**src/common/mm_pkg.sv**
```systemverilog
// ~~~~~~~~~~~~~~~~~~~~~~~~~~~~~~~~~~~~~~~~~~~~~~~~~~
// Shared constants of the matrix-multiply tile
// Tile and element sizes, FIFO and credit sizing
// Peripheral register offsets
// Scheduler state encoding and the stream word union
// ~~~~~~~~~~~~~~~~~~~~~~~~~~~~~~~~~~~~~~~~~~~~~~~~~~

package mm_pkg;

  // Tile geometry in rows and columns
  localparam int unsigned MM_WIDTH  = 4;
  localparam int unsigned MM_HEIGHT = 4;

  localparam int unsigned ELEM_W = 16;
  localparam int unsigned DATA_W = MM_HEIGHT * ELEM_W;
  localparam int unsigned ACC_W  = 32;
  localparam int unsigned K_W    = 8;

  localparam int unsigned FIFO_DEPTH = 4;
  localparam int unsigned Z_CREDITS  = 2;

  // Peripheral register map
  localparam logic [7:0] REG_K_OFFS       = 8'h40;
  localparam logic [7:0] REG_TRIGGER_OFFS = 8'h54;
  localparam logic [7:0] REG_STATUS_OFFS  = 8'h0C;

  // Derived widths and sized limits
  localparam int unsigned ROW_W      = $clog2(MM_WIDTH);
  localparam int unsigned FIFO_PTR_W = $clog2(FIFO_DEPTH);
  localparam int unsigned FIFO_CNT_W = $clog2(FIFO_DEPTH + 1);
  localparam int unsigned CRED_W     = $clog2(Z_CREDITS + 1);

  localparam logic [ROW_W-1:0]      LAST_ROW   = ROW_W'(MM_WIDTH - 1);
  localparam logic [FIFO_PTR_W-1:0] FIFO_LAST  = FIFO_PTR_W'(FIFO_DEPTH - 1);
  localparam logic [FIFO_CNT_W-1:0] FIFO_FULL  = FIFO_CNT_W'(FIFO_DEPTH);
  localparam logic [CRED_W-1:0]     CRED_INIT  = CRED_W'(Z_CREDITS);

  typedef enum logic [2:0] {
    IDLE,
    BIAS,
    MAC,
    DRAIN,
    DONE
  } mm_state_e;

  // One stream word as raw bits for transport or split into lanes
  // Lane i holds element i of a row (or of an X column)
  typedef union packed {
    logic        [DATA_W-1:0]                raw;
    logic signed [MM_HEIGHT-1:0][ELEM_W-1:0] lane;
  } mm_word_u;

endpackage

```
**src/logic/mm_stream_fifo.sv**
```systemverilog
// ~~~~~~~~~~~~~~~~~~~~~~~~~~~~~~~~~~~~~~~~~~~~~~~~~~
// Valid/ready input FIFO for one operand stream
// Circular buffer, head exposed to the consumer
// ~~~~~~~~~~~~~~~~~~~~~~~~~~~~~~~~~~~~~~~~~~~~~~~~~~

`timescale 1ns/1ps

module mm_stream_fifo (
  input  logic             clk_i,
  input  logic             rst_n_i,
  input  logic             push_valid_i,
  input  mm_pkg::mm_word_u push_data_i,
  output logic             push_ready_o,
  input  logic             pop_i,
  output logic             head_valid_o,
  output mm_pkg::mm_word_u head_data_o
);

  mm_pkg::mm_word_u              mem_q [mm_pkg::FIFO_DEPTH];
  logic [mm_pkg::FIFO_PTR_W-1:0] wr_ptr_q;
  logic [mm_pkg::FIFO_PTR_W-1:0] rd_ptr_q;
  logic [mm_pkg::FIFO_CNT_W-1:0] count_q;
  logic                          do_push;
  logic                          do_pop;

  assign push_ready_o = (count_q != mm_pkg::FIFO_FULL);
  assign head_valid_o = (count_q != '0);
  assign head_data_o  = mem_q[rd_ptr_q];

  assign do_push = push_valid_i & push_ready_o;
  // A pop on an empty FIFO is ignored
  assign do_pop  = pop_i & head_valid_o;

  always_ff @(posedge clk_i) begin
    if (!rst_n_i) begin
      wr_ptr_q <= '0;
      rd_ptr_q <= '0;
      count_q  <= '0;
    end else begin
      if (do_push) begin
        wr_ptr_q <= (wr_ptr_q == mm_pkg::FIFO_LAST) ? '0 : wr_ptr_q + 1'b1;
      end
      if (do_pop) begin
        rd_ptr_q <= (rd_ptr_q == mm_pkg::FIFO_LAST) ? '0 : rd_ptr_q + 1'b1;
      end
      case ({do_push, do_pop})
        2'b10:   count_q <= count_q + 1'b1;
        2'b01:   count_q <= count_q - 1'b1;
        default: count_q <= count_q;
      endcase
    end
  end

  always_ff @(posedge clk_i) begin
    if (do_push) begin
      mem_q[wr_ptr_q] <= push_data_i;
    end
  end

endmodule

```
**config.mk**
```make
export PLATFORM = sky130hd
export DESIGN_NAME = mm_stream_fifo
export DESIGN_NICKNAME = d
export VERILOG_FILES = /design/src/common/mm_pkg.sv /design/src/logic/mm_stream_fifo.sv
export SDC_FILE = /design/constraint.sdc
export NUM_CORES = 1
export LEC_CHECK = 0
export ABC_AREA = 1
export BUFFER_PORTS_ARGS = -buffer_cell sky130_fd_sc_hd__buf_2
export CAP_MARGIN = 20
export CORE_ASPECT_RATIO = 1.4
export CORE_MARGIN = 1
export CORE_UTILIZATION = 45
export CTS_CLUSTER_DIAMETER = 120
export CTS_CLUSTER_SIZE = 40
export DETAILED_ROUTE_END_ITERATION = 8
export HOLD_SLACK_MARGIN = 0.12
export PLACE_DENSITY_LB_ADDON = 0.1
export SKIP_LAST_GASP = 1
export SYNTH_ARGS = -nofsm -noshare
export SYNTH_HDL_FRONTEND = slang
export SYNTH_SLANG_ARGS = --single-unit
```
**constraint.sdc**
```tcl
create_clock -name clk_i -period 3.55 [get_ports clk_i]
set_input_delay 0.355 -clock clk_i [delete_from_list [all_inputs] [get_ports clk_i]]
set_output_delay 0.355 -clock clk_i [all_outputs]
set_load 0.05 [all_outputs]
```
==> qor.yml <==
power_and_ir_drop:
  power_mw: 9.03
  power_leakage_nw: 4.16
  peakVddDrop_mv: 0.522
  power_density_nw_per_um2: 759
yosys:
  ys_ff_latch: 265
  yosysUniqueCellTypes: 21
  synth_edf_count: 256
  syn_area_um2: 9990
  syn_nets: 763
  seq_area_frac_synth_pct: 78.8
  avgSynthCellArea_um2: 14.5
  synth_cells: 688
  synthFlopType: "edfxtp_1"
  async_flop_share_pct: 0
  yosysWarnings: 0
sta:
  slew_viol_final: 0
  whs_ns: 0.152
  timing.fmax_mhz: 322
  rsz0062_at_grt: "no"
  setup_tns_ns: 0
  hold_viol: 0
  period_needed_ns: 3.10
  fin_ws_ns: 0.447
  final.period_utilization_pct: 87.4
  worstMarginPinSlew_ns: 0.762
  setup_viol: 0
  fin_skew_ns: 0.0225
  max_slew_margin_pct: 49.2
cells_and_area:
  antenna_cells: 0
  syn_to_final_growth_pct: 19.0
  post-route-util_pct: 54.6
  layoutNonFillerInstCount: 1168
  final_cell_area_um2: 11900
  drive_gt1_share_pct: 18.9
  finalNetCount: 943
placed_design:
  portBuffers: 133
  globalplace.congestion: 0.705
  dp.cells: 1089
  post-dp-hpwl_mm: 12.2
  postPlaceCellArea_um2: 10900
  preCtsSetupSlack_ns: 0.943
setup_path:
  crit_path_top_delay_cell: "dfxtp_4"
  critPathLaunchType: "register"
  path_buf_inv: 2
  end_kind: "primary output"
  path_class: "register to primary output"
  worstPathCellList: "buf_4 -> o21ai_0 -> o22ai_1 -> buf_2"
  cp_max_fo: 77
  required_ns: 3.19
  crit_family: "buffers and inverters"
  cpPeakStageDelay_ns: 0.74
  worstPathArrival_ns: 2.75
cts:
  cts_tree: "done"
  clk_latency_ns: 0.49
  cts_made_buffers: 10
  clkSinkCount: 265
  cts.path.max_buffers: 3
  htreeDepth: 1
  clk_pin_slew_ns: 0.12
  clockRootBuffer: "clkbuf_16"
route:
  routedWlPerCell_um: 18.2
  routed_wl_mm: 21.2
  via_per_inst: 5.25
  dr.first_iter.drc_count: 397
  ant_nets: 0
  num_vias: 6135
  drt_first_pass_iters: 4
  drc: 0
global_routing:
  grtUsageMet1_pct: 22.7
  grt_pass1_vias: 6381
  grt_max_degree: 78
  grt_pass1_wl_mm: 33.0
  grt_remaining_overflow: 0
  busiest_layer: "met2"
  met2_usage_pct: 34.8
  met3_usage_pct: 2.61
  grt_usage_pct: 18.8
  antenna_found_initial: 0
flow_run:
  cap_violations: 0
floorplanning:
  core_um2: 21800
  std_cell_rows: 64
  die-area_um2: 22800
  die_w_um: 128
  initial_core_util_pct: 45.9
  boundaryPins: 134
  die_h_um: 178
hold_path:
  hold_path_class: "input pin to register"
status:
  outcome: "completed"
-- logic make-up (layout without fill, tap and decap cells) --
kind of cell               count (synthesis)  in the layout  synth area share (%)
buffers and inverters                     58            241                  3.49
DFF                                      265            265                  78.8
AOI/OAI and AO/OA                        197            197                  10.7
adders and majority gates                  7              7                 0.952
and+or+nand+nor                          161            161                  6.12
-- power by group --
part | internal [mW] | switching (mW) | total (mW)
registers | 3.75 | 0.157 | 3.91
clock network | 0.588 | 0.875 | 1.46
logic | 0.829 | 2.83 | 3.66
-- worst reg2reg max path: cells and delay by family (launching register included) --
kind	cells	cell delay (ns)
buf+inv	1	0.38
flops	1	0.36
simple gates	4	1.10
-- worst paths after layout --
kind              startpoint         endpoint  slack [ns]  cells after the start
setup / recovery    register  head_data_o[59]        0.45                      4
hold / removal       rst_n_i      wr_ptr_q[0]        0.15                      3
setup reg to reg  count_q[1]     mem_q[3][15]        1.43                      5
hold reg to reg   count_q[0]       count_q[0]        0.55                      2
-- per-layer routing --
metal | vias to the layer above | share of wire [%]
li1 | 2913 | -
met1 | 3044 | 41
met2 | 153 | 52
met3 | 25 | 4.8
met4 | 0 | 1.7
met5 | - | 0
-- cell usage in the layout (no fill, tap or decap) --
cell type | synthesis | final
a21oi_1 | 3 | 3
buf_12 | 0 | 6
buf_2 | 7 | 133
buf_4 | 3 | 6
clkbuf_1 | 14 | 3
clkbuf_16 | 0 | 11
dfxtp_1 | 9 | 7
dfxtp_2 | 0 | 1
dfxtp_4 | 0 | 1
dlygate4sd3_1 | 0 | 64
edfxtp_1 | 256 | 256
fa_1 | 1 | 1
ha_1 | 6 | 6
inv_1 | 15 | 15
inv_12 | 0 | 1
inv_2 | 0 | 1
inv_4 | 1 | 1
nand2_1 | 15 | 15
nand3_1 | 1 | 1
nand3b_1 | 1 | 1
nand4_1 | 1 | 1
nor2_1 | 143 | 139
nor2_4 | 0 | 4
o21ai_0 | 74 | 74
o21ai_1 | 56 | 56
o22ai_1 | 64 | 64
-- synthesized netlist by cell type (6+ instances only) --
cell | n | share of area (%)
edfxtp_1 | 256 | 77
nor2_1 | 143 | 5.4
inv_1 | 15 | 0.56
dfxtp_1 | 9 | 1.8
o21ai_0 | 74 | 3.7
clkbuf_1 | 14 | 0.53
nand2_1 | 15 | 0.56
ha_1 | 6 | 0.75
o22ai_1 | 64 | 4.0
buf_2 | 7 | 0.35
o21ai_1 | 56 | 2.8
buf_6 | 14 | 1.6
-- flip-flops by register name, indices dropped and copies added, names as in the netlist, named ones only --
signal    count
mem_q       256
wr_ptr_q      2
rd_ptr_q      2
count_q       3
-- repair_timing --
item | CTS | global route
resized for setup | 0 | 0
hold endpoints to repair | 256 | 0
setup buffers | 0 | 0
hold buffers | 64 | 0
-- cell type report --
class | count | area, um^2
Tap cell | 297 | 372
Timing Repair Buffer | 209 | 1470
Clock inverter | 1 | 16.3
Inverter | 17 | 66.3
Multi-Input combinational cell | 365 | 1800
Sequential cell | 265 | 7870
Fill cell | 1872 | 9890
Clock buffer | 14 | 287
Note: power is estimated with default switching activity, not from simulation.
