**src/common/mm_pkg.sv**
```systemverilog
// ~~~~~~~~~~~~~~~~~~~~~~~~~~~~~~~~~~~~~~~~~~~~~~~~~~
// Shared constants of the matrix-multiply tile
// Tile and element sizes, FIFO and credit sizing
// Peripheral register offsets
// Scheduler state encoding and the stream word union
// ~~~~~~~~~~~~~~~~~~~~~~~~~~~~~~~~~~~~~~~~~~~~~~~~~~

package mm_pkg;

  // Tile geometry in rows and columns
  localparam int unsigned MM_WIDTH  = 4;
  localparam int unsigned MM_HEIGHT = 4;

  localparam int unsigned ELEM_W = 16;
  localparam int unsigned DATA_W = MM_HEIGHT * ELEM_W;
  localparam int unsigned ACC_W  = 32;
  localparam int unsigned K_W    = 8;

  localparam int unsigned FIFO_DEPTH = 4;
  localparam int unsigned Z_CREDITS  = 2;

  // Peripheral register map
  localparam logic [7:0] REG_K_OFFS       = 8'h40;
  localparam logic [7:0] REG_TRIGGER_OFFS = 8'h54;
  localparam logic [7:0] REG_STATUS_OFFS  = 8'h0C;

  // Derived widths and sized limits
  localparam int unsigned ROW_W      = $clog2(MM_WIDTH);
  localparam int unsigned FIFO_PTR_W = $clog2(FIFO_DEPTH);
  localparam int unsigned FIFO_CNT_W = $clog2(FIFO_DEPTH + 1);
  localparam int unsigned CRED_W     = $clog2(Z_CREDITS + 1);

  localparam logic [ROW_W-1:0]      LAST_ROW   = ROW_W'(MM_WIDTH - 1);
  localparam logic [FIFO_PTR_W-1:0] FIFO_LAST  = FIFO_PTR_W'(FIFO_DEPTH - 1);
  localparam logic [FIFO_CNT_W-1:0] FIFO_FULL  = FIFO_CNT_W'(FIFO_DEPTH);
  localparam logic [CRED_W-1:0]     CRED_INIT  = CRED_W'(Z_CREDITS);

  typedef enum logic [2:0] {
    IDLE,
    BIAS,
    MAC,
    DRAIN,
    DONE
  } mm_state_e;

  // One stream word as raw bits for transport or split into lanes
  // Lane i holds element i of a row (or of an X column)
  typedef union packed {
    logic        [DATA_W-1:0]                raw;
    logic signed [MM_HEIGHT-1:0][ELEM_W-1:0] lane;
  } mm_word_u;

endpackage

```
**src/logic/mm_scheduler.sv**
```systemverilog
// ~~~~~~~~~~~~~~~~~~~~~~~~~~~~~~~~~~~~~~~~~~~~~~~~~~
// Job sequencer FSM of the tile
// Bias load, K inner steps, row handover to drain,
// busy flag and end-of-job event
// ~~~~~~~~~~~~~~~~~~~~~~~~~~~~~~~~~~~~~~~~~~~~~~~~~~

`timescale 1ns/1ps

module mm_scheduler (
  input  logic                     clk_i,
  input  logic                     rst_n_i,
  input  logic                     start_i,
  input  logic [mm_pkg::K_W-1:0]   k_size_i,
  input  logic                     x_valid_i,
  input  logic                     w_valid_i,
  input  logic                     y_valid_i,
  input  logic                     drain_free_i,
  output logic                     busy_o,
  output logic                     evt_o,
  output logic                     clear_o,
  output logic                     x_pop_o,
  output logic                     w_pop_o,
  output logic                     y_pop_o,
  output logic                     bias_load_o,
  output logic                     mac_step_o,
  output logic [mm_pkg::ROW_W-1:0] row_idx_o,
  output logic                     drain_load_o
);

  mm_pkg::mm_state_e        state_q;
  logic [mm_pkg::ROW_W-1:0] row_q;
  logic [mm_pkg::K_W-1:0]   step_q;
  logic [mm_pkg::K_W-1:0]   k_last;
  logic                     row_last;

  // K of zero runs a single step
  assign k_last    = (k_size_i == '0) ? '0 : k_size_i - 1'b1;
  assign row_last  = (row_q == mm_pkg::LAST_ROW);
  assign row_idx_o = row_q;

  // Pops line up with the cycle a head is consumed
  always_comb begin
    clear_o      = 1'b0;
    y_pop_o      = 1'b0;
    bias_load_o  = 1'b0;
    x_pop_o      = 1'b0;
    w_pop_o      = 1'b0;
    mac_step_o   = 1'b0;
    drain_load_o = 1'b0;
    case (state_q)
      mm_pkg::IDLE: clear_o = start_i;
      mm_pkg::BIAS: begin
        y_pop_o     = y_valid_i;
        bias_load_o = y_valid_i;
      end
      mm_pkg::MAC: begin
        mac_step_o = x_valid_i & w_valid_i;
        x_pop_o    = x_valid_i & w_valid_i;
        w_pop_o    = x_valid_i & w_valid_i;
      end
      mm_pkg::DRAIN: drain_load_o = drain_free_i;
      default: clear_o = 1'b0;
    endcase
  end

  always_ff @(posedge clk_i) begin
    if (!rst_n_i) begin
      state_q <= mm_pkg::IDLE;
      row_q   <= '0;
      step_q  <= '0;
      busy_o  <= 1'b0;
      evt_o   <= 1'b0;
    end else begin
      evt_o <= 1'b0;
      case (state_q)
        mm_pkg::IDLE: begin
          if (start_i) begin
            state_q <= mm_pkg::BIAS;
            busy_o  <= 1'b1;
            row_q   <= '0;
            step_q  <= '0;
          end
        end
        mm_pkg::BIAS: begin
          if (bias_load_o) begin
            row_q   <= row_last ? '0 : row_q + 1'b1;
            state_q <= row_last ? mm_pkg::MAC : mm_pkg::BIAS;
          end
        end
        mm_pkg::MAC: begin
          if (mac_step_o) begin
            step_q  <= (step_q == k_last) ? '0 : step_q + 1'b1;
            state_q <= (step_q == k_last) ? mm_pkg::DRAIN : mm_pkg::MAC;
          end
        end
        mm_pkg::DRAIN: begin
          if (drain_load_o) begin
            if (row_last) begin
              state_q <= mm_pkg::DONE;
            end else begin
              row_q <= row_q + 1'b1;
            end
          end
        end
        mm_pkg::DONE: begin
          // Last row has left the drain
          if (drain_free_i) begin
            state_q <= mm_pkg::IDLE;
            busy_o  <= 1'b0;
            evt_o   <= 1'b1;
          end
        end
        default: state_q <= mm_pkg::IDLE;
      endcase
    end
  end

endmodule

```
**config.mk**
```make
export PLATFORM = sky130hd
export DESIGN_NAME = mm_scheduler
export DESIGN_NICKNAME = d
export VERILOG_FILES = /design/src/common/mm_pkg.sv /design/src/logic/mm_scheduler.sv
export SDC_FILE = /design/constraint.sdc
export NUM_CORES = 1
export LEC_CHECK = 0
export ABC_AREA = 1
export BUFFER_PORTS_ARGS = -buffer_cell sky130_fd_sc_hd__buf_2
export CAP_MARGIN = 20
export CORE_MARGIN = 3
export CORE_UTILIZATION = 54
export CTS_CLUSTER_DIAMETER = 120
export DETAILED_ROUTE_END_ITERATION = 8
export PLACE_DENSITY = 0.79
export SLEW_MARGIN = 20
export SYNTH_ARGS = -nofsm -noshare
export SYNTH_HDL_FRONTEND = slang
export SYNTH_SLANG_ARGS = --single-unit
export TNS_END_PERCENT = 50
```
**constraint.sdc**
```tcl
create_clock -name clk_i -period 2 [get_ports clk_i]
set_input_delay 0.3 -clock clk_i [delete_from_list [all_inputs] [get_ports clk_i]]
set_output_delay 0.3 -clock clk_i [all_outputs]
set_load 0.02 [all_outputs]
```
==> impl_results.md <==
- Vias in the first global route: 1093
- Buf/Inv on CP: 3
- CTS tree: yes
- Layout Skew: ~0.0032 ns
- Final setup margin: ~0.15 ns
- Leading cell type in the layout, fill and taps excluded: nand2_1
- Seq/Total Area, Yosys: between 20% and 30%
- Port bufs: 25
- Hold Path Class: in2reg
- First-iteration detailed-routing DRC count: 28
- GR Overflow Total: 0
- Adder-cell share of the synthesized area: 3.09%
- Status: finished, final reports clean
- Chip Width: between 50 and 60 um
- Ports: 26
- Largest net degree at the start of global routing: 14
- Worst skew pair latency: around 0.29 ns
- Worst-path clk slew: around 0.090 ns
- Max-slew violations: 0
- GRT Overall Usage: 22.4%
- Crit Path Class: reg2out
- Hold Buf Count CTS: 0
- CP endpoint kind: output pin
- Pleak: between 0.0007 and 0.0008 uW
- Share of the synthesized area in compound gates (AO/OA/AOI/OAI): 9.05%
- Core area: 2040 um^2
- CP peak stage delay: a little over 0.4 ns
- First-pass DRT Iterations: 4
- Initial antenna violation count: 0
- Total setup buffers inserted after CTS: 0
- Max-Slew Margin vs Limit: between 70% and 80%
- Proportion of layout cells with a drive suffix above 1: roughly 23%
- Dpl ws: between 0.1 and 0.15 ns
- Post_cts resized: 0
- Final min period: about 1.8 ns
- P&R area growth vs syn: 13.6%
- Synthesized area per cell: 6.33 um^2
- Die height: 53.5 um
- Top delay family on crit path: simple AND/OR/NAND/NOR gates
- DP Wirelength: 2220 um
- Vias: 1258
- Critical Path RT: about 1.7 ns
- CTS Buf Count: 3
- Final setup fails: 0
- N_diodes: 0
- # clock sinks: 15
- Number of library cell types mapped by synthesis: 28
- Final hold violation count: 0
- RSZ-0062 raised after global routing: false
- First-pass GRT wire length: approximately 4700 um
- Max-Cap Viols: 0
- Reg area: ~300 um^2
- Commonest non-fill, non-tap cells in the layout: 45 x nand2_1, 26 x nor2_1, 25 x buf_2, 23 x inv_1, 17 x nand3_1
- Setup TNS: 0 ns
- Fill count: a little over 200
- Tightest Pin Transition: ~0.32 ns
- Final GP Congestion: around 0.86
- Clk root buf: clkbuf_4
- Initial core utilization: 59.6%
- Post-Route WL: roughly 2700 um
- Period utilization: between 90 and 100%
- Synth Warn #: 0
- Per-cell routed wire length: between 10 and 15 um
- # nets final: 237
- Via density: 5.13
- H-Tree Level Count: 1
- Worst-case clock buffer depth: 2
- Synth Cell Area: 1220 um^2
- Max Freq: 542 MHz
- Cells after synthesis: around 190
- FP Rows: 16
- Final ANT Viol Nets: 0
- Yosys reg bits: 15
- WP data arrival: between 1.5 and 2 ns
- Mux share of post-synthesis cell area: 0%
- Residual DRC count: 0
- Area share of xor/xnor cells in the synthesized design: under 10%
- Crit path cell chain: inv_2 -> nor3_4 -> nand3_2 -> inv_1 -> buf_2
- CP max FO: 7
- Startpoint types: flop
- Syn_nets: 210
- Area of the multi-input gates: ~800 um^2
- CP max-delay cell: dfxtp_1
- Post-Synth Simple-Gate Area: a little under half
- Pwr/cell area: ~970 nW/um^2
- DIE AREA: about 2900 um^2
- Max VDD drop: 0.841 mV
- Main combinational cell family by area after synthesis: simple AND/OR/NAND/NOR gates
## path summary, 6_finish.rpt
path                                         startpoint                 endpoint  slack [ns]  cells after the start
worst max-delay path            state_q[1]$_SDFFE_PN0P_                  w_pop_o        0.15                      5
worst min-delay path                            rst_n_i  state_q[0]$_SDFFE_PN0P_        0.31                      3
worst max register to register  state_q[1]$_SDFFE_PN0P_   step_q[7]$_SDFFE_PN0P_        0.29                      7
worst min register to register      busy_o$_SDFFE_PN0P_      busy_o$_SDFFE_PN0P_        0.47                      2
## Yosys cell counts (all sizes together)
library cell / n / share of area [%]
nand3b: 1 / 0.62
o22ai: 1 / 0.51
buf: 4 / 2.8
nand2: 49 / 17
nand4: 6 / 4.3
ha: 3 / 3.1
a31oi: 1 / 0.51
nor4: 1 / 0.51
xor2: 7 / 5.0
dfxtp: 15 / 25
o21bai: 1 / 0.62
nand3: 20 / 9.5
nor3: 4 / 3.0
o21ai: 8 / 3.3
a21oi: 10 / 4.1
inv: 28 / 8.6
nor2: 31 / 11
xnor2: 2 / 1.4
## registers in the layout (all words and copies together) (netlist names)
| signal | count |
|---|---|
| step_q | 8 |
| state_q | 3 |
| row_idx_o | 2 |
| busy_o | 1 |
| evt_o | 1 |
## routing by layer
layer / routed length (um) / GRT usage, % / vias to the layer above / share of wire, %
met4: 53 / 11.5 / 0 / 1.9
met3: 133 / 2.54 / 5 / 4.9
met1: 1330 / 30.3 / 553 / 48
li1: - / - / 670 / -
met5: 0 / 0 / - / 0
met2: 1220 / 34.5 / 30 / 45
## through the flow
step                hold slack (ns)  util (%)  instance area (um^2)  std cells  total power (uW)
detailed placement            0.454      66.1                  1350        241              1160
CTS                           0.298      67.4                  1380        245              1340
finish                        0.308      67.6                  1380        245              1340
floorplan                     0.438         -                  1220        192               993
global placement              0.449      66.1                  1350        241              1130
global route                  0.335      67.6                  1380        245              1480
## report_power, final
part | total [uW] | internal [uW] | switching [uW]
clock | 171 | 74.5 | 96.6
combinational | 731 | 241 | 490
sequential | 443 | 363 | 79.0
total | 1340 | 679 | 665
## cell families (layout without fill, tap and decap cells)
kind of cell | count (synthesis) | after routing
buf+inv | 32 | 58
simple gates | 112 | 112
xor+xnor | 9 | 9
compound gates | 21 | 21
fa+ha+maj | 3 | 3
flops | 15 | 15
## tightest hold or removal path: cells and delay by family
family	cells	cell delay, ns
buffers and inverters	1	0.14
AO/OA/AOI/OAI	2	0.12
## area by class of cell
cell class,instances,share of cell area (%)
Tap cell,27,2.45
Timing Repair Buffer,26,9.60
Clock buffer,3,1.63
Inverter,28,7.61
Sequential cell,15,21.7
Multi-Input combinational cell,145,56.6
Clock inverter,1,0.362
No activity file was read; power rests on OpenSTA's default activity.
