<file path="src/common/mm_pkg.sv">
// ~~~~~~~~~~~~~~~~~~~~~~~~~~~~~~~~~~~~~~~~~~~~~~~~~~
// Shared constants of the matrix-multiply tile
// Tile and element sizes, FIFO and credit sizing
// Peripheral register offsets
// Scheduler state encoding and the stream word union
// ~~~~~~~~~~~~~~~~~~~~~~~~~~~~~~~~~~~~~~~~~~~~~~~~~~

package mm_pkg;

  // Tile geometry in rows and columns
  localparam int unsigned MM_WIDTH  = 4;
  localparam int unsigned MM_HEIGHT = 4;

  localparam int unsigned ELEM_W = 16;
  localparam int unsigned DATA_W = MM_HEIGHT * ELEM_W;
  localparam int unsigned ACC_W  = 32;
  localparam int unsigned K_W    = 8;

  localparam int unsigned FIFO_DEPTH = 4;
  localparam int unsigned Z_CREDITS  = 2;

  // Peripheral register map
  localparam logic [7:0] REG_K_OFFS       = 8'h40;
  localparam logic [7:0] REG_TRIGGER_OFFS = 8'h54;
  localparam logic [7:0] REG_STATUS_OFFS  = 8'h0C;

  // Derived widths and sized limits
  localparam int unsigned ROW_W      = $clog2(MM_WIDTH);
  localparam int unsigned FIFO_PTR_W = $clog2(FIFO_DEPTH);
  localparam int unsigned FIFO_CNT_W = $clog2(FIFO_DEPTH + 1);
  localparam int unsigned CRED_W     = $clog2(Z_CREDITS + 1);

  localparam logic [ROW_W-1:0]      LAST_ROW   = ROW_W'(MM_WIDTH - 1);
  localparam logic [FIFO_PTR_W-1:0] FIFO_LAST  = FIFO_PTR_W'(FIFO_DEPTH - 1);
  localparam logic [FIFO_CNT_W-1:0] FIFO_FULL  = FIFO_CNT_W'(FIFO_DEPTH);
  localparam logic [CRED_W-1:0]     CRED_INIT  = CRED_W'(Z_CREDITS);

  typedef enum logic [2:0] {
    IDLE,
    BIAS,
    MAC,
    DRAIN,
    DONE
  } mm_state_e;

  // One stream word as raw bits for transport or split into lanes
  // Lane i holds element i of a row (or of an X column)
  typedef union packed {
    logic        [DATA_W-1:0]                raw;
    logic signed [MM_HEIGHT-1:0][ELEM_W-1:0] lane;
  } mm_word_u;

endpackage

</file>
<file path="src/logic/mm_z_drain.sv">
// ~~~~~~~~~~~~~~~~~~~~~~~~~~~~~~~~~~~~~~~~~~~~~~~~~~
// Z output stage
// One-row output register and consumer credit count
// ~~~~~~~~~~~~~~~~~~~~~~~~~~~~~~~~~~~~~~~~~~~~~~~~~~

`timescale 1ns/1ps

module mm_z_drain (
  input  logic                      clk_i,
  input  logic                      rst_n_i,
  input  logic                      load_i,
  input  mm_pkg::mm_word_u          row_i,
  input  logic                      z_credit_i,
  output logic                      free_o,
  output logic                      z_valid_o,
  output logic [mm_pkg::DATA_W-1:0] z_data_o
);

  mm_pkg::mm_word_u          row_q;
  logic                      full_q;
  logic [mm_pkg::CRED_W-1:0] credit_q;
  logic                      send;

  // A held row goes out only while the consumer has room
  assign send      = full_q & (credit_q != '0);
  assign z_valid_o = send;
  assign z_data_o  = row_q.raw;

  // Register can take a new row in the cycle the old one leaves
  assign free_o = ~full_q | send;

  always_ff @(posedge clk_i) begin
    if (!rst_n_i) begin
      full_q   <= 1'b0;
      credit_q <= mm_pkg::CRED_INIT;
    end else begin
      if (load_i) begin
        full_q <= 1'b1;
      end else if (send) begin
        full_q <= 1'b0;
      end
      // Returned credit and a send in one cycle cancel out
      case ({send, z_credit_i})
        2'b10:   credit_q <= credit_q - 1'b1;
        2'b01:   credit_q <= credit_q + 1'b1;
        default: credit_q <= credit_q;
      endcase
    end
  end

  always_ff @(posedge clk_i) begin
    if (load_i) begin
      row_q <= row_i;
    end
  end

endmodule

</file>
<file path="config.mk">
export PLATFORM = sky130hd
export DESIGN_NAME = mm_z_drain
export DESIGN_NICKNAME = d
export VERILOG_FILES = /design/src/common/mm_pkg.sv /design/src/logic/mm_z_drain.sv
export SDC_FILE = /design/constraint.sdc
export NUM_CORES = 1
export LEC_CHECK = 0
export ABC_AREA = 1
export ABC_CLOCK_PERIOD_IN_PS = 1300
export BUFFER_PORTS_ARGS = -buffer_cell sky130_fd_sc_hd__buf_2
export CORE_AREA = 2 2 76 78
export CTS_CLUSTER_DIAMETER = 120
export CTS_CLUSTER_SIZE = 8
export DETAILED_ROUTE_END_ITERATION = 10
export DIE_AREA = 0 0 78 80
export PLACE_DENSITY_LB_ADDON = 0.2
export SYNTH_ARGS = -nofsm -noshare
export SYNTH_HDL_FRONTEND = slang
export SYNTH_SLANG_ARGS = --single-unit
</file>
<file path="constraint.sdc">
create_clock -name clk_i -period 1.3 [get_ports clk_i]
set_input_delay 0.065 -clock clk_i [delete_from_list [all_inputs] [get_ports clk_i]]
set_output_delay 0.065 -clock clk_i [all_outputs]
set_load 0.1 [all_outputs]
</file>
==> results.md, run 1 <==
- Leakage power: 1.666 nW
- Crit path largest cell delay: 0.37 ns
- Setup bufs post-CTS: 0
- Root Buffer: clkbuf_8
- Largest buffer count on any clock path: 2
- H-tree Lvls: 3
- Avg Cell Area, Syn: 24.45 sq um
- Largest cells by area after synthesis: edfxtp_1 92%, dfxtp_1 2.9%, inv_1 0.90%
- Min-delay worst type: in -> reg
- Max Cap Violations: 0
- Dpl cell area: 2874 sq um
- Register bit total from synthesis: 67
- Syn_nets: 154
- Clock sinks: 67
- RD Place Congestion: 0.6593
- Hpwl dp: roughly 3000 um
- Final ANT Viol Nets: 0
- Setup violations, final: 0
- Top-count cell post-synth: edfxtp_1
- Crit path cell chain: inv_2 > nand3_2 > buf_4
- Die ar.: 6240 sq um
- Outcome: finished, final reports clean
- Final wirelength: approximately 5000 um
- Crit path time final: 1.225 ns
- Layout Skew: 0.002248 ns
- Synth top area share: 0.9247
- Ant diodes: 0
- Remaining DRCs: 0
- Sequential fraction of the synthesis area: 0.9536
- Max IR drop VDD: 1142 uV
- Worst skew pair latency: 0.33 ns
- First-pass GRT wire length: 7672 um
- Initial Utilization: 0.3845
- Synth cell count leaders: 64 x edfxtp_1, 5 x inv_1, 3 x dfxtp_1, 3 x nand3_1
- Async set-or-reset flop fraction in the synthesized netlist: 0
- Yosys top cell by area: edfxtp_1
- Worst setup EP type: output pin
- Slew @ Worst Pin: 0.5042 ns
- PortBufs: 133
- Gr usage total: 0.1700
- Detailed Routing Iterations Pass 1: 2
- Grt total ovfl: 0
- Filler cell count: 391
- Place WS: 0.04106 ns
- WP data required: approximately 1.2 ns
- Reg clk slew, reported paths: 0.07 ns
- Slowest CP cell: dfxtp_1
- Initial antenna violation count: 0
- Primary FF master, synth: edfxtp_1
- YS warnings: 0
- Slack of the critical path: 0.07507 ns
- Final core utilization: 0.7058
- Die width: 78 um
- Worst slew margin: 0.6662
- Clock buffer count from CTS: 9
- Finished Cell Area: approximately 3800 sq um
- Vias: 1602
- Share of layout cells above drive strength 1: 0.5133
- Vias in the first global route: 1657
- CTS tree: done
- Slew Limit Fails: 0
- Endpoints failing hold: 0
- Kind of critical path: reg -> out
- Area added between synthesis and finish: 83.56%
- Cells after Synth: 85
- RSZ-0062 raised after global routing: true
- Die Ht: 80 um
- Rows: 27
- CP arrival: 1.16 ns
- Area of the mapped netlist: approximately 2100 sq um
- P per Cell Area: 1766 nW/um^2
- Largest net degree at the start of global routing: 66
- I/O Pins: 134
- Worst-path fanout max: 4
- Fin crit share: 0.9423
- CP Launch Type: flip-flop
- Core Area: 5405 sq um
- Max frequency: 816.4 MHz
- Number of distinct library cells after synthesis: 12
- Avg Vias per Cell: 4.306
- Post-layout net count: about 360
- Final TNS setup: 0 ns
- DR WL/cell: between 10 and 15 um
- Post-synth EDFFs: 64
- Initial DRC count: 57
-- worst max-delay path, delay by kind of cell, from the launching register on --
| family | cells | cell delay (ns) |
|---|---|---|
| flip-flops | 1 | 0.37 |
| buffers and inverters | 2 | 0.37 |
| AND/OR/NAND/NOR | 1 | 0.09 |
-- per-stage QoR --
stage / hold WS [ns] / power [mW] / std cells
detailed placement: 0.2432 / 4.205 / 291
global placement: 0.2417 / 4.186 / 291
floorplan: 0.1496 / 3.894 / 85
global route: 0.07901 / 6.949 / 372
CTS: 0.06166 / 6.780 / 372
finish: 0.07073 / 6.735 / 372
-- report_power, final --
group	switching, mW	internal (mW)	leakage (nW)
clock	0.760	1.66	0.143
combinational	1.38	0.335	0.871
sequential	0.0464	2.55	0.651
total	2.19	4.55	1.67
-- state kept, by name, indices dropped and copies added (netlist names) --
register  flops
credit_q      2
full_q        1
z_data_o     64
-- placed cells by master, fill, tap and decap left out --
master,n
clkinv_2,1
clkinv_4,1
nand3_1,2
nand4_1,1
nand2_2,1
o21ai_1,1
o21ai_0,1
bufinv_16,5
inv_1,5
nand3_2,1
dlygate4sd3_1,65
nand2_1,2
a21oi_1,1
inv_2,1
a21boi_2,1
clkbuf_8,9
ha_1,1
buf_4,1
buf_12,2
dfxtp_1,3
buf_2,131
edfxtp_1,64
-- cell families (layout without fill, tap and decap cells) --
logic type,after synthesis,count (layout),share of synthesized area
AO/OA/AOI/OAI,4,4,0.01264
adder cells (fa/ha/maj),1,1,0.006020
buffers and inverters,6,221,0.01084
flip-flops,67,67,0.9536
AND/OR/NAND/NOR,7,7,0.01686
-- final timing paths --
check	startpoint	to	slack, ns	cells after the start
max	credit_q[0]	free_o	0.08	3
min	z_credit_i	credit_q[0]	0.07	3
max reg2reg	credit_q[1]	credit_q[1]	0.12	6
min reg2reg	full_q	full_q	0.49	2
-- area by class of cell --
cell class / instances / area (sq um) / area share
Tap cell: 72 / 90.09 / 0.02361
Sequential cell: 67 / 1982 / 0.5195
Multi-Input combinational cell: 12 / 78.83 / 0.02066
Timing Repair Buffer: 199 / 1354 / 0.3549
Clock buffer: 9 / 123.9 / 0.03247
Clock inverter: 7 / 163.9 / 0.04296
Inverter: 6 / 22.52 / 0.005904
-- what timing repair did --
action                                 in CTS  in global routing
hold buffers                               65                  0
resized for setup                           2                  0
setup endpoints to repair                   2                  1
endpoints found under the hold margin      67                  0
-- routing by layer --
layer | GRT usage | wire length [um] | share of wire
met1 | 0.1617 | 1791 | 0.35
met5 | 0 | 0 | 0
met3 | 0.04299 | 371 | 0.072
met2 | 0.3233 | 2814 | 0.55
met4 | 0.1070 | 159 | 0.031
Note: power is estimated with default switching activity, not from simulation.
==> inputs of run 2 (changes only) <==
--- a/config.mk
+++ b/config.mk
@@ -13,7 +13,7 @@
 export CTS_CLUSTER_SIZE = 8
 export DETAILED_ROUTE_END_ITERATION = 10
 export DIE_AREA = 0 0 78 80
-export PLACE_DENSITY_LB_ADDON = 0.2
+export PLACE_DENSITY = 0.82
 export SYNTH_ARGS = -nofsm -noshare
 export SYNTH_HDL_FRONTEND = slang
 export SYNTH_SLANG_ARGS = --single-unit
==> results.md, run 2 (synthesized netlist as in run 1, its figures left out) <==
- Outcome: finished, final reports clean
- Critical Path Most Common Cell: nand3_1
- H-tree Lvls: 3 (unchanged)
- RD Place Congestion: 0.7309 (+11%)
- Slew @ Worst Pin: 0.5054 ns (+0.001184 ns)
- Gr usage total: 0.1888 (+0.01874)
- Kind of critical path: reg -> reg
- Finished Cell Area: 3759 sq um (-1.5%)
- Largest buffer count on any clock path: 2 (unchanged)
- Endpoints failing hold: 0 (unchanged)
- Worst slew margin: 0.6654 (-0.0007840)
- Slew Limit Fails: 0 (unchanged)
- Ant diodes: 0 (unchanged)
- Max FFs per register: 64 (unchanged)
- Post-layout net count: 365 (+0.27%)
- Max Cap Violations: 0 (unchanged)
- P per Cell Area: 1649 nW/um^2 (-6.6%)
- Area added between synthesis and finish: 80.85%
- Die Ht: 80 um (unchanged)
- Grt total ovfl: 0 (unchanged)
- Setup bufs post-CTS: 0 (unchanged)
- Clock sinks: 67 (unchanged)
- Detailed Routing Iterations Pass 1: 4 (+2)
- Dpl cell area: 2882 sq um (+0.26%)
- Share of layout cells above drive strength 1: 0.5183 (+0.004939)
- Final core utilization: 0.6954 (-0.01042)
- Core Area: 5405 sq um (unchanged)
- Vias: 1588 (-0.87%)
- Vias in the first global route: 1806 (+9.0%)
- Initial DRC count: 55 (-3.5%)
- Max IR drop VDD: 1078 uV (-5.6%)
- PortBufs: 133 (unchanged)
- Crit path largest cell delay: 0.38 ns (about the same)
- First-pass GRT wire length: 8438 um (+10%)
- Most common cell after layout, fill and taps aside: buf_2
- RSZ-0062 raised after global routing: false
- Die ar.: 6240 sq um (unchanged)
- Crit path cell chain: o21ai_2 > ha_1 > inv_1 > nand3_1 > nand2_1 > nand3_1
- CP Launch Type: flip-flop
- Root Buffer: clkbuf_8
- Clock buffer count from CTS: 9 (unchanged)
- Die width: 78 um (unchanged)
- Most frequent cells in the layout: 131 x buf_2, 65 x dlygate4sd3_1, 64 x edfxtp_1
- Rows: 27 (unchanged)
- Hpwl dp: 3195 um (+3.6%)
- Leakage power: 1.641 nW (-1.5%)
- Min-delay worst type: in -> reg
- Layout Skew: 0.0006551 ns (-0.001593 ns)
- Worst-path fanout max: 3 (-1)
- Max frequency: 810.0 MHz (-0.78%)
- Setup violations, final: 0 (unchanged)
- Initial antenna violation count: 0 (unchanged)
- WP data required: 1.52 ns (+0.28 ns)
- Largest net degree at the start of global routing: 38 (-42%)
- Worst skew pair latency: 0.33 ns (about the same)
- I/O Pins: 134 (unchanged)
- Slowest CP cell: dfxtp_1
- Crit path time final: 1.235 ns (+0.009634 ns)
- CP arrival: 1.45 ns (+0.29 ns)
- Remaining DRCs: 0 (unchanged)
- DR WL/cell: 15.21 um (+10%)
- Final wirelength: 5674 um (+10%)
- Fin crit share: 0.9497 (+0.007411)
- Initial Utilization: 0.3845 (unchanged)
- Final ANT Viol Nets: 0 (unchanged)
- CTS tree: done
- Worst setup EP type: flip-flop
- Reg clk slew, reported paths: 0.07 ns (about the same)
- Avg Vias per Cell: 4.257 (-1.1%)
run 2: cell count changes in the layout (fill, tap and decap cells not counted), sizes merged:
cell / previous run / this run
buf: 134 / 135
bufinv: 5 / 2
clkinv: 2 / 4
inv: 6 / 7
run 2: path summary, 6_finish.rpt:
kind                            slack, ns  cells after the start          end   startpoint
worst min-delay path                 0.11                      3  credit_q[0]   z_credit_i
worst max register to register       0.07                      6  credit_q[1]  credit_q[1]
worst max-delay path                 0.07                      6  credit_q[1]  credit_q[1]
worst min register to register       0.52                      2  credit_q[1]  credit_q[1]
run 2: stage by stage:
step	instances	hold WS (ns)	worst slack (ns)	setup TNS [ns]	power, mW
final	373	0.1083	0.06544	0	6.196
after floorplan	85	0.1496	0.1242	0	3.894
after detailed placement	292	0.2431	-0.04594	-0.04594	4.208
after CTS	373	0.08574	0.02242	0	6.194
after global routing	373	0.1205	0.008404	0	6.367
after global placement	292	0.2411	0.1349	0	4.184
run 2: routing by layer:
| layer | share of wire | up-vias | global-route usage |
|---|---|---|---|
| met5 | 0 | - | 0 |
| met4 | 0.020 | 0 | 0.08947 |
| met3 | 0.097 | 11 | 0.09163 |
| met2 | 0.52 | 103 | 0.3397 |
| met1 | 0.36 | 722 | 0.1797 |
| li1 | - | 752 | - |
run 2: report_power, final:
| part | switching (mW) | internal [mW] |
|---|---|---|
| clock | 0.782 | 1.08 |
| sequential | 0.0524 | 2.55 |
| combinational | 1.39 | 0.339 |
| total | 2.23 | 3.97 |
run 2: area by class of cell:
cell class | instances | area [sq um]
clock buffers | 9 | 123.9
fillers | 365 | 1647
multi-input cells | 12 | 82.58
inverters | 6 | 22.52
well taps | 72 | 90.09
flip-flops and latches | 67 | 1983
repair buffers | 200 | 1365
clock inverters | 7 | 91.34
run 2: worst max-delay path: cells and delay by family, from the launching register on:
kind                       cells  cell delay [ns]
DFF                            1             0.38
buffers and inverters          1             0.10
AOI/OAI and AO/OA              1             0.09
and+or+nand+nor                3             0.24
adders and majority gates      1             0.31
run 2: timing repair:
| action | 4_1_cts | 5_1_grt |
|---|---|---|
| hold buffers | 65 | 0 |
| hold endpoints to repair | 67 | 0 |
| pin swaps | 0 | 0 |
| resized for setup | 2 | 3 |
| endpoints found under the setup margin | 2 | 2 |
