## config.mk

```make
export PLATFORM = sky130hd
export DESIGN_NAME = mm_regfile
export DESIGN_NICKNAME = d
export VERILOG_FILES = /design/src/common/mm_pkg.sv /design/src/ctrl/mm_regfile.sv
export SDC_FILE = /design/constraint.sdc
export NUM_CORES = 1
export LEC_CHECK = 0
export BUFFER_PORTS_ARGS = -buffer_cell sky130_fd_sc_hd__buf_2
export CORE_ASPECT_RATIO = 0.9
export CORE_MARGIN = 2
export CORE_UTILIZATION = 33
export DETAILED_ROUTE_END_ITERATION = 10
export MAX_ROUTING_LAYER = met4
export PLACE_DENSITY = 0.82
export SETUP_SLACK_MARGIN = 0.02
export SLEW_MARGIN = 10
export SYNTH_ARGS = -nofsm -noshare
export SYNTH_HDL_FRONTEND = slang
export SYNTH_SLANG_ARGS = --single-unit
```

## constraint.sdc

```tcl
create_clock -name clk_i -period 1.12 [get_ports clk_i]
set_input_delay 0.056 -clock clk_i [delete_from_list [all_inputs] [get_ports clk_i]]
set_output_delay 0.056 -clock clk_i [all_outputs]
set_load 0.02 [all_outputs]
```

## src/common/mm_pkg.sv

```systemverilog
// ~~~~~~~~~~~~~~~~~~~~~~~~~~~~~~~~~~~~~~~~~~~~~~~~~~
// Shared constants of the matrix-multiply tile
// Tile and element sizes, FIFO and credit sizing
// Peripheral register offsets
// Scheduler state encoding and the stream word union
// ~~~~~~~~~~~~~~~~~~~~~~~~~~~~~~~~~~~~~~~~~~~~~~~~~~

package mm_pkg;

  // Tile geometry in rows and columns
  localparam int unsigned MM_WIDTH  = 4;
  localparam int unsigned MM_HEIGHT = 4;

  localparam int unsigned ELEM_W = 16;
  localparam int unsigned DATA_W = MM_HEIGHT * ELEM_W;
  localparam int unsigned ACC_W  = 32;
  localparam int unsigned K_W    = 8;

  localparam int unsigned FIFO_DEPTH = 4;
  localparam int unsigned Z_CREDITS  = 2;

  // Peripheral register map
  localparam logic [7:0] REG_K_OFFS       = 8'h40;
  localparam logic [7:0] REG_TRIGGER_OFFS = 8'h54;
  localparam logic [7:0] REG_STATUS_OFFS  = 8'h0C;

  // Derived widths and sized limits
  localparam int unsigned ROW_W      = $clog2(MM_WIDTH);
  localparam int unsigned FIFO_PTR_W = $clog2(FIFO_DEPTH);
  localparam int unsigned FIFO_CNT_W = $clog2(FIFO_DEPTH + 1);
  localparam int unsigned CRED_W     = $clog2(Z_CREDITS + 1);

  localparam logic [ROW_W-1:0]      LAST_ROW   = ROW_W'(MM_WIDTH - 1);
  localparam logic [FIFO_PTR_W-1:0] FIFO_LAST  = FIFO_PTR_W'(FIFO_DEPTH - 1);
  localparam logic [FIFO_CNT_W-1:0] FIFO_FULL  = FIFO_CNT_W'(FIFO_DEPTH);
  localparam logic [CRED_W-1:0]     CRED_INIT  = CRED_W'(Z_CREDITS);

  typedef enum logic [2:0] {
    IDLE,
    BIAS,
    MAC,
    DRAIN,
    DONE
  } mm_state_e;

  // One stream word as raw bits for transport or split into lanes
  // Lane i holds element i of a row (or of an X column)
  typedef union packed {
    logic        [DATA_W-1:0]                raw;
    logic signed [MM_HEIGHT-1:0][ELEM_W-1:0] lane;
  } mm_word_u;

endpackage

```

## src/ctrl/mm_regfile.sv

```systemverilog
// ~~~~~~~~~~~~~~~~~~~~~~~~~~~~~~~~~~~~~~~~~~~~~~~~~~
// Peripheral register port of the tile
// K register, trigger decode, status readback
// ~~~~~~~~~~~~~~~~~~~~~~~~~~~~~~~~~~~~~~~~~~~~~~~~~~

`timescale 1ns/1ps

module mm_regfile (
  input  logic                   clk_i,
  input  logic                   rst_n_i,
  input  logic                   periph_req_i,
  input  logic [7:0]             periph_add_i,
  input  logic                   periph_wen_i,
  input  logic [31:0]            periph_wdata_i,
  output logic                   periph_gnt_o,
  output logic [31:0]            periph_rdata_o,
  output logic                   periph_r_valid_o,
  input  logic                   busy_i,
  output logic [mm_pkg::K_W-1:0] k_size_o,
  output logic                   start_o
);

  logic                   wr_acc;
  logic                   rd_acc;
  logic [mm_pkg::K_W-1:0] k_q;
  logic [31:0]            rd_mux;

  // Reads always pass, writes only while no job runs
  assign periph_gnt_o = periph_req_i & (periph_wen_i | ~busy_i);

  // wen is active low
  assign wr_acc = periph_gnt_o & ~periph_wen_i;
  assign rd_acc = periph_gnt_o & periph_wen_i;

  assign start_o  = wr_acc & (periph_add_i == mm_pkg::REG_TRIGGER_OFFS);
  assign k_size_o = k_q;

  always_comb begin
    rd_mux = '0;
    case (periph_add_i)
      mm_pkg::REG_K_OFFS:      rd_mux[mm_pkg::K_W-1:0] = k_q;
      mm_pkg::REG_STATUS_OFFS: rd_mux[0] = busy_i;
      default:                 rd_mux = '0;
    endcase
  end

  always_ff @(posedge clk_i) begin
    if (!rst_n_i) begin
      k_q              <= '0;
      periph_r_valid_o <= 1'b0;
    end else begin
      periph_r_valid_o <= rd_acc;
      if (wr_acc && (periph_add_i == mm_pkg::REG_K_OFFS)) begin
        k_q <= periph_wdata_i[mm_pkg::K_W-1:0];
      end
    end
  end

  // Read data follows the granted read by one cycle
  always_ff @(posedge clk_i) begin
    if (rd_acc) begin
      periph_rdata_o <= rd_mux;
    end
  end

endmodule

```

==> flow_metrics.tcl, run 1 <==
set metrics [dict create \
    share_clk_of_total_power_pct 26.7 \
    critical_path_capture_point_type "register" \
    min-delay-path-class "in2reg" \
    mostFrequentLayoutCells "38 x sky130_fd_sc_hd__buf_2, 24 x sky130_fd_sc_hd__conb_1, 17 x sky130_fd_sc_hd__nand2_1" \
    worst_setup_path_startpoint "k_size_o[0]" \
    ctsHtreeMaxLevel 1 \
    powerDensity_mw_per_mm2 1020 \
    power.combinational.fraction_pct 17.3 \
    cap_violations 0 \
    critical_path_cell_sequence "or4bb_1, a211oi_2" \
    ys.warnings.count 0 \
    drc 0 \
    post_cts_buffers 0 \
    min_period_ns 1.10 \
    layout_setup_ws_ns 0.0238 \
    grt_start_max_net_pins 18 \
    synth-seq-cells 17 \
    netlist_area_um2 942 \
    hold_viol 0 \
    design_area_mm2 0.00116 \
    crit_buf_inv 0 \
    status "finished, final reports clean" \
    area_of_the_placeable_core_mm2 0.00273 \
    arrival_ns 1.23 \
    layout_commonest_cell "sky130_fd_sc_hd__buf_2" \
    vdd_ir_drop_max_uv 280 \
    regToRegStartpoint "k_size_o[0]" \
    initialDrtViolationCount 22 \
    hpwl_mm 1.31 \
    category_of_the_critical_setup_timing_path "reg2reg" \
    chipWidth_um 60.3 \
    via_count 705 \
    reported_net_switching_power_w 0.000326 \
    timing.clock.skew_ns 0.00345 \
    post_synth_inst_count 90 \
    totalWireLength_mm 1.61 \
    hold_path_startpoint "periph_wdata_i[7]" \
    cts-buffers-inserted 3 \
    antenna_found_initial 0 \
    worst_path_dominant_cell_family "simple AND/OR/NAND/NOR gates" \
    sequential_area_share_after_synthesis_pct 44.6 \
    sw_frac_of_total_pct 27.7 \
    timing.fmax_mhz 912 \
    placement.cell_area_mm2 0.00111 \
    clock_latency_ns 0.28 \
    critPathMaxFanout 3 \
    antenna-diode-count 0 \
    syn2layout_area_growth_pct 22.8 \
    cts-root-to-sink-buffers 2 \
    detail_route.first_pass.iterations 4 \
    tritoncts "done" \
    critical_path.max_stage_delay_ns 0.41 \
    cts.sinks 17 \
    routed_wire_length_per_instance_um 9.28 \
    buffer_ports.inserted 39 \
    grt_first_pass_wirelength_mm 2.21 \
    seq_power_share_pct 56.0 \
    crit_required_ns 1.25 \
    grt_usage_pct 9.28 \
    rsz0062_at_grt "true" \
    total_leakage_power_nw 0.611 \
    rows 18 \
    floorplan.initialDensity_pct 34.6 \
    grt-ovfl-total 0 \
    pre_cts_slack_ns -0.0511 \
    slew_viol_final 0 \
    io_pins 88 \
    setup-violations-final 0 \
    first_global_vias 577 \
    syn-mean-instance-area_um2 10.5 \
    period_utilization_post_route_pct 97.9 \
    critical_path.startpoint_type "register" \
    post_synth_num_cell_types 20 \
    routabilityCongestion 0.751 \
    dieHeight_um 54.7 \
    power.internal_w 0.000850 \
    vias_per_cell 4.08 \
    die-area_mm2 0.00330 \
    crit_path_top_delay_cell "sky130_fd_sc_hd__or4bb_1" \
    root_buffer_cell "sky130_fd_sc_hd__clkbuf_4" \
    clkSlewWorstSetupHoldPaths_ns 0.09 \
    post_route_cells_drive_above_1_share_pct 38.3 \
    final_net_count 179 \
    ant_nets 0 \
]
-- final timing paths --
| kind | end | slack [ns] | depth (start not counted) |
|---|---|---|---|
| setup / recovery | periph_rdata_o[0] | 0.02 | 2 |
| hold / removal | k_size_o[7] | 0.003 | 3 |
| setup reg to reg | periph_rdata_o[0] | 0.02 | 2 |
| hold reg to reg | k_size_o[3] | 0.48 | 2 |
-- layer usage --
| layer | vias to the layer above | routed length (µm) | GRT usage, % |
|---|---|---|---|
| li1 | 347 | - | - |
| met5 | - | 0 | - |
| met4 | 0 | 15 | 4.81 |
| met1 | 314 | 636 | 8.78 |
| met3 | 2 | 134 | 1.65 |
| met2 | 42 | 818 | 17.9 |
-- flip-flops by register name, summed over array words and instances (netlist names) --
signal and flops:
periph_r_valid_o 1, k_size_o 8, periph_rdata_o 8
-- synthesized netlist by cell type (all sizes together) --
cell type,instances,area [µm²]
nor4,1,21.3
a211oi,1,7.51
buf,24,180
nand4,1,21.3
or4bb,1,11.3
nor3,1,5.00
nand4b,2,17.5
nor2,1,3.75
or4,1,7.51
nor4b,1,23.8
and3,8,50.1
nand2,17,63.8
edfxtp,8,240
inv,1,3.75
clkbuf,2,7.51
a21boi,1,7.51
conb,1,3.75
dfxtp,9,180
and2,1,6.26
mux2i,8,80.1
-- worst min-delay path, stage by stage --
cell,delay (ns)
sky130_fd_sc_hd__buf_2,0.09
sky130_fd_sc_hd__nand2_1,0.04
sky130_fd_sc_hd__mux2i_1,0.05
-- metrics by stage --
stage,power (W),hold slack [ns],TNS [ns],utilization [%],cells
finish,0.00118,0.00253,0,42.5,173
global route,0.00121,0.0109,-0.0202,42.5,173
CTS,0.00118,0.000268,0,42.5,173
detailed placement,0.000872,0.305,-0.0749,40.7,168
global placement,0.000868,0.292,-0.0405,40.7,168
floorplan,0.000865,0.184,0,-,113
-- cell families (layout without fill, tap and decap cells) --
family | Yosys count | after routing | share of synthesized area, %
flops | 17 | 17 | 44.6
mux | 8 | 8 | 8.50
simple gates | 35 | 35 | 24.6
compound gates | 2 | 2 | 1.59
buf+inv | 27 | 47 | 20.3
other cells | 1 | 24 | 0.398
-- power by group through the flow --
stage / sequential [W] / clock, W / combinational, W
floorplan: 0.000691 / 0 / 0.000174
global placement: 0.000673 / 0 / 0.000195
detailed placement: 0.000674 / 0 / 0.000198
CTS: 0.000659 / 0.000319 / 0.000203
global route: 0.000661 / 0.000331 / 0.000219
finish: 0.000659 / 0.000314 / 0.000203
-- layout make-up --
cell class	instances	area, µm²
inverter	1	3.75
sequential	17	424
tap	40	50.0
clock buffer	4	26.3
fill	253	1570
multi-input combinational	69	430
timing repair buffer	42	223
-- repair_timing --
item	4_1_cts	5_1_grt
gates resized for setup	3	0
hold buffers	1	0
hold endpoints to repair	1	0
pin swaps	1	0
setup endpoints to repair	2	1
(Power assumes the default switching activity.)
==> inputs of run 2 (changes only) <==
--- a/config.mk
+++ b/config.mk
@@ -10,7 +10,6 @@
 export CORE_MARGIN = 2
 export CORE_UTILIZATION = 33
 export DETAILED_ROUTE_END_ITERATION = 10
-export MAX_ROUTING_LAYER = met4
 export PLACE_DENSITY = 0.82
 export SETUP_SLACK_MARGIN = 0.02
 export SLEW_MARGIN = 10
==> run 2 against run 1 <==
Power about the same. Clock skew unchanged. Final area unchanged. Combinational power about the same. Core utilization unchanged. Sequential cell count unchanged. First-iteration DRC count unchanged. Clock power about the same. Die area unchanged. Cell count unchanged. Global-route usage decreased by 0.26 points. Critical path depth unchanged.
==> flow_metrics.tcl, run 2 (synthesis results as in run 1) <==
set metrics [dict create \
    status "finished, final reports clean" \
    min_period_ns 1.10 \
    cap_violations 0 \
    routed_wire_length_per_instance_um 9.28 \
    antenna_found_initial 0 \
    root_buffer_cell "sky130_fd_sc_hd__clkbuf_4" \
    mostFrequentLayoutCells "38 x sky130_fd_sc_hd__buf_2, 24 x sky130_fd_sc_hd__conb_1, 17 x sky130_fd_sc_hd__nand2_1" \
    routabilityCongestion 0.741 \
    ant_nets 0 \
    powerDensity_mw_per_mm2 1020 \
    timing.clock.skew_ns 0.00345 \
    vias_per_cell 4.08 \
    buffer_ports.inserted 39 \
    area_of_the_placeable_core_mm2 0.00273 \
    slew_viol_final 0 \
    post_route_cells_drive_above_1_share_pct 38.3 \
    critPathMaxFanout 3 \
    cts-root-to-sink-buffers 2 \
    layout_setup_ws_ns 0.0238 \
    vdd_ir_drop_max_uv 280 \
    cts.sinks 17 \
    grt-ovfl-total 0 \
    total_leakage_power_nw 0.611 \
    initialDrtViolationCount 22 \
    dieHeight_um 54.7 \
    hold_viol 0 \
    rsz0062_at_grt "true" \
    power.total_w 0.00118 \
    floorplan.initialDensity_pct 34.6 \
    finish.utilization_pct 42.5 \
    grt_first_pass_wirelength_mm 2.21 \
    antenna-diode-count 0 \
    min-delay-path-class "in2reg" \
    clock_latency_ns 0.28 \
    rows 18 \
    design_area_mm2 0.00116 \
    drc 0 \
    setup-violations-final 0 \
    die-area_mm2 0.00330 \
    placement.cell_area_mm2 0.00111 \
    clkSlewWorstSetupHoldPaths_ns 0.09 \
    hpwl_mm 1.31 \
    timing.fmax_mhz 912 \
    totalNegativeSetupSlack_ns 0 \
    grt_start_max_net_pins 18 \
    critical_path_capture_point_type "register" \
    io_pins 88 \
    arrival_ns 1.23 \
    layout_commonest_cell "sky130_fd_sc_hd__buf_2" \
    category_of_the_critical_setup_timing_path "reg2reg" \
    chipWidth_um 60.3 \
    critical_path.startpoint_type "register" \
    cts-buffers-inserted 3 \
    tritoncts "done" \
    grt_usage_pct 9.02 \
    pre_cts_slack_ns -0.0511 \
    syn2layout_area_growth_pct 22.8 \
    crit_required_ns 1.25 \
    via_count 705 \
    first_global_vias 577 \
    final_net_count 179 \
    ctsHtreeMaxLevel 1 \
    fillCellCount 253 \
    period_utilization_post_route_pct 97.9 \
    detail_route.first_pass.iterations 4 \
    totalWireLength_mm 1.61 \
]
## run 2: worst max-delay path: stages (launching register included)
cell and delay, ns:
sky130_fd_sc_hd__dfxtp_4 0.35, sky130_fd_sc_hd__or4bb_1 0.41, sky130_fd_sc_hd__a211oi_2 0.18
## run 2: metal layers
| metal | vias to the layer above | track usage, % | part of all wire, % |
|---|---|---|---|
| li1 | 347 | - | - |
| met1 | 314 | 8.78 | 40 |
| met2 | 42 | 17.9 | 51 |
| met3 | 2 | 1.65 | 8.3 |
| met4 | 0 | 4.81 | 0.93 |
| met5 | - | 0 | 0 |
## run 2: path summary, 6_finish.rpt
| path | from | to | slack, ns | cells past startpoint |
|---|---|---|---|---|
| setup / recovery | k_size_o[0] | periph_rdata_o[0] | 0.02 | 2 |
| hold / removal | periph_wdata_i[7] | k_size_o[7] | 0.003 | 3 |
| setup reg to reg | k_size_o[0] | periph_rdata_o[0] | 0.02 | 2 |
| hold reg to reg | k_size_o[3] | k_size_o[3] | 0.48 | 2 |
## run 2: cell type report
type                            instances  area, µm²  area share [%]
Inverter                                1       3.75           0.324
Multi-Input combinational cell         69        430            37.2
Clock buffer                            4       26.3            2.27
Sequential cell                        17        424            36.6
Tap cell                               40       50.0            4.32
Timing Repair Buffer                   42        223            19.2
## run 2: timing repair
| action | 4_1_cts | 5_1_grt |
|---|---|---|
| buffers inserted | 0 | 0 |
| endpoints found under the hold margin | 1 | 0 |
| hold buffers | 1 | 0 |
| pin swaps | 1 | 0 |
| gates resized for setup | 3 | 0 |
| endpoints found under the setup margin | 2 | 1 |
## run 2: power by group
group,switching (W),internal (W),total (W)
logic,0.000149,0.0000547,0.000203
registers,0.00000226,0.000657,0.000659
clock network,0.000175,0.000138,0.000314
## run 2: through the flow
stage,std cells,hold WS [ns]
2_1_floorplan,113,0.184
3_3_place_gp,168,0.292
3_5_place_dp,168,0.305
4_1_cts,173,0.000268
5_1_grt,173,0.0109
6_report,173,0.00253
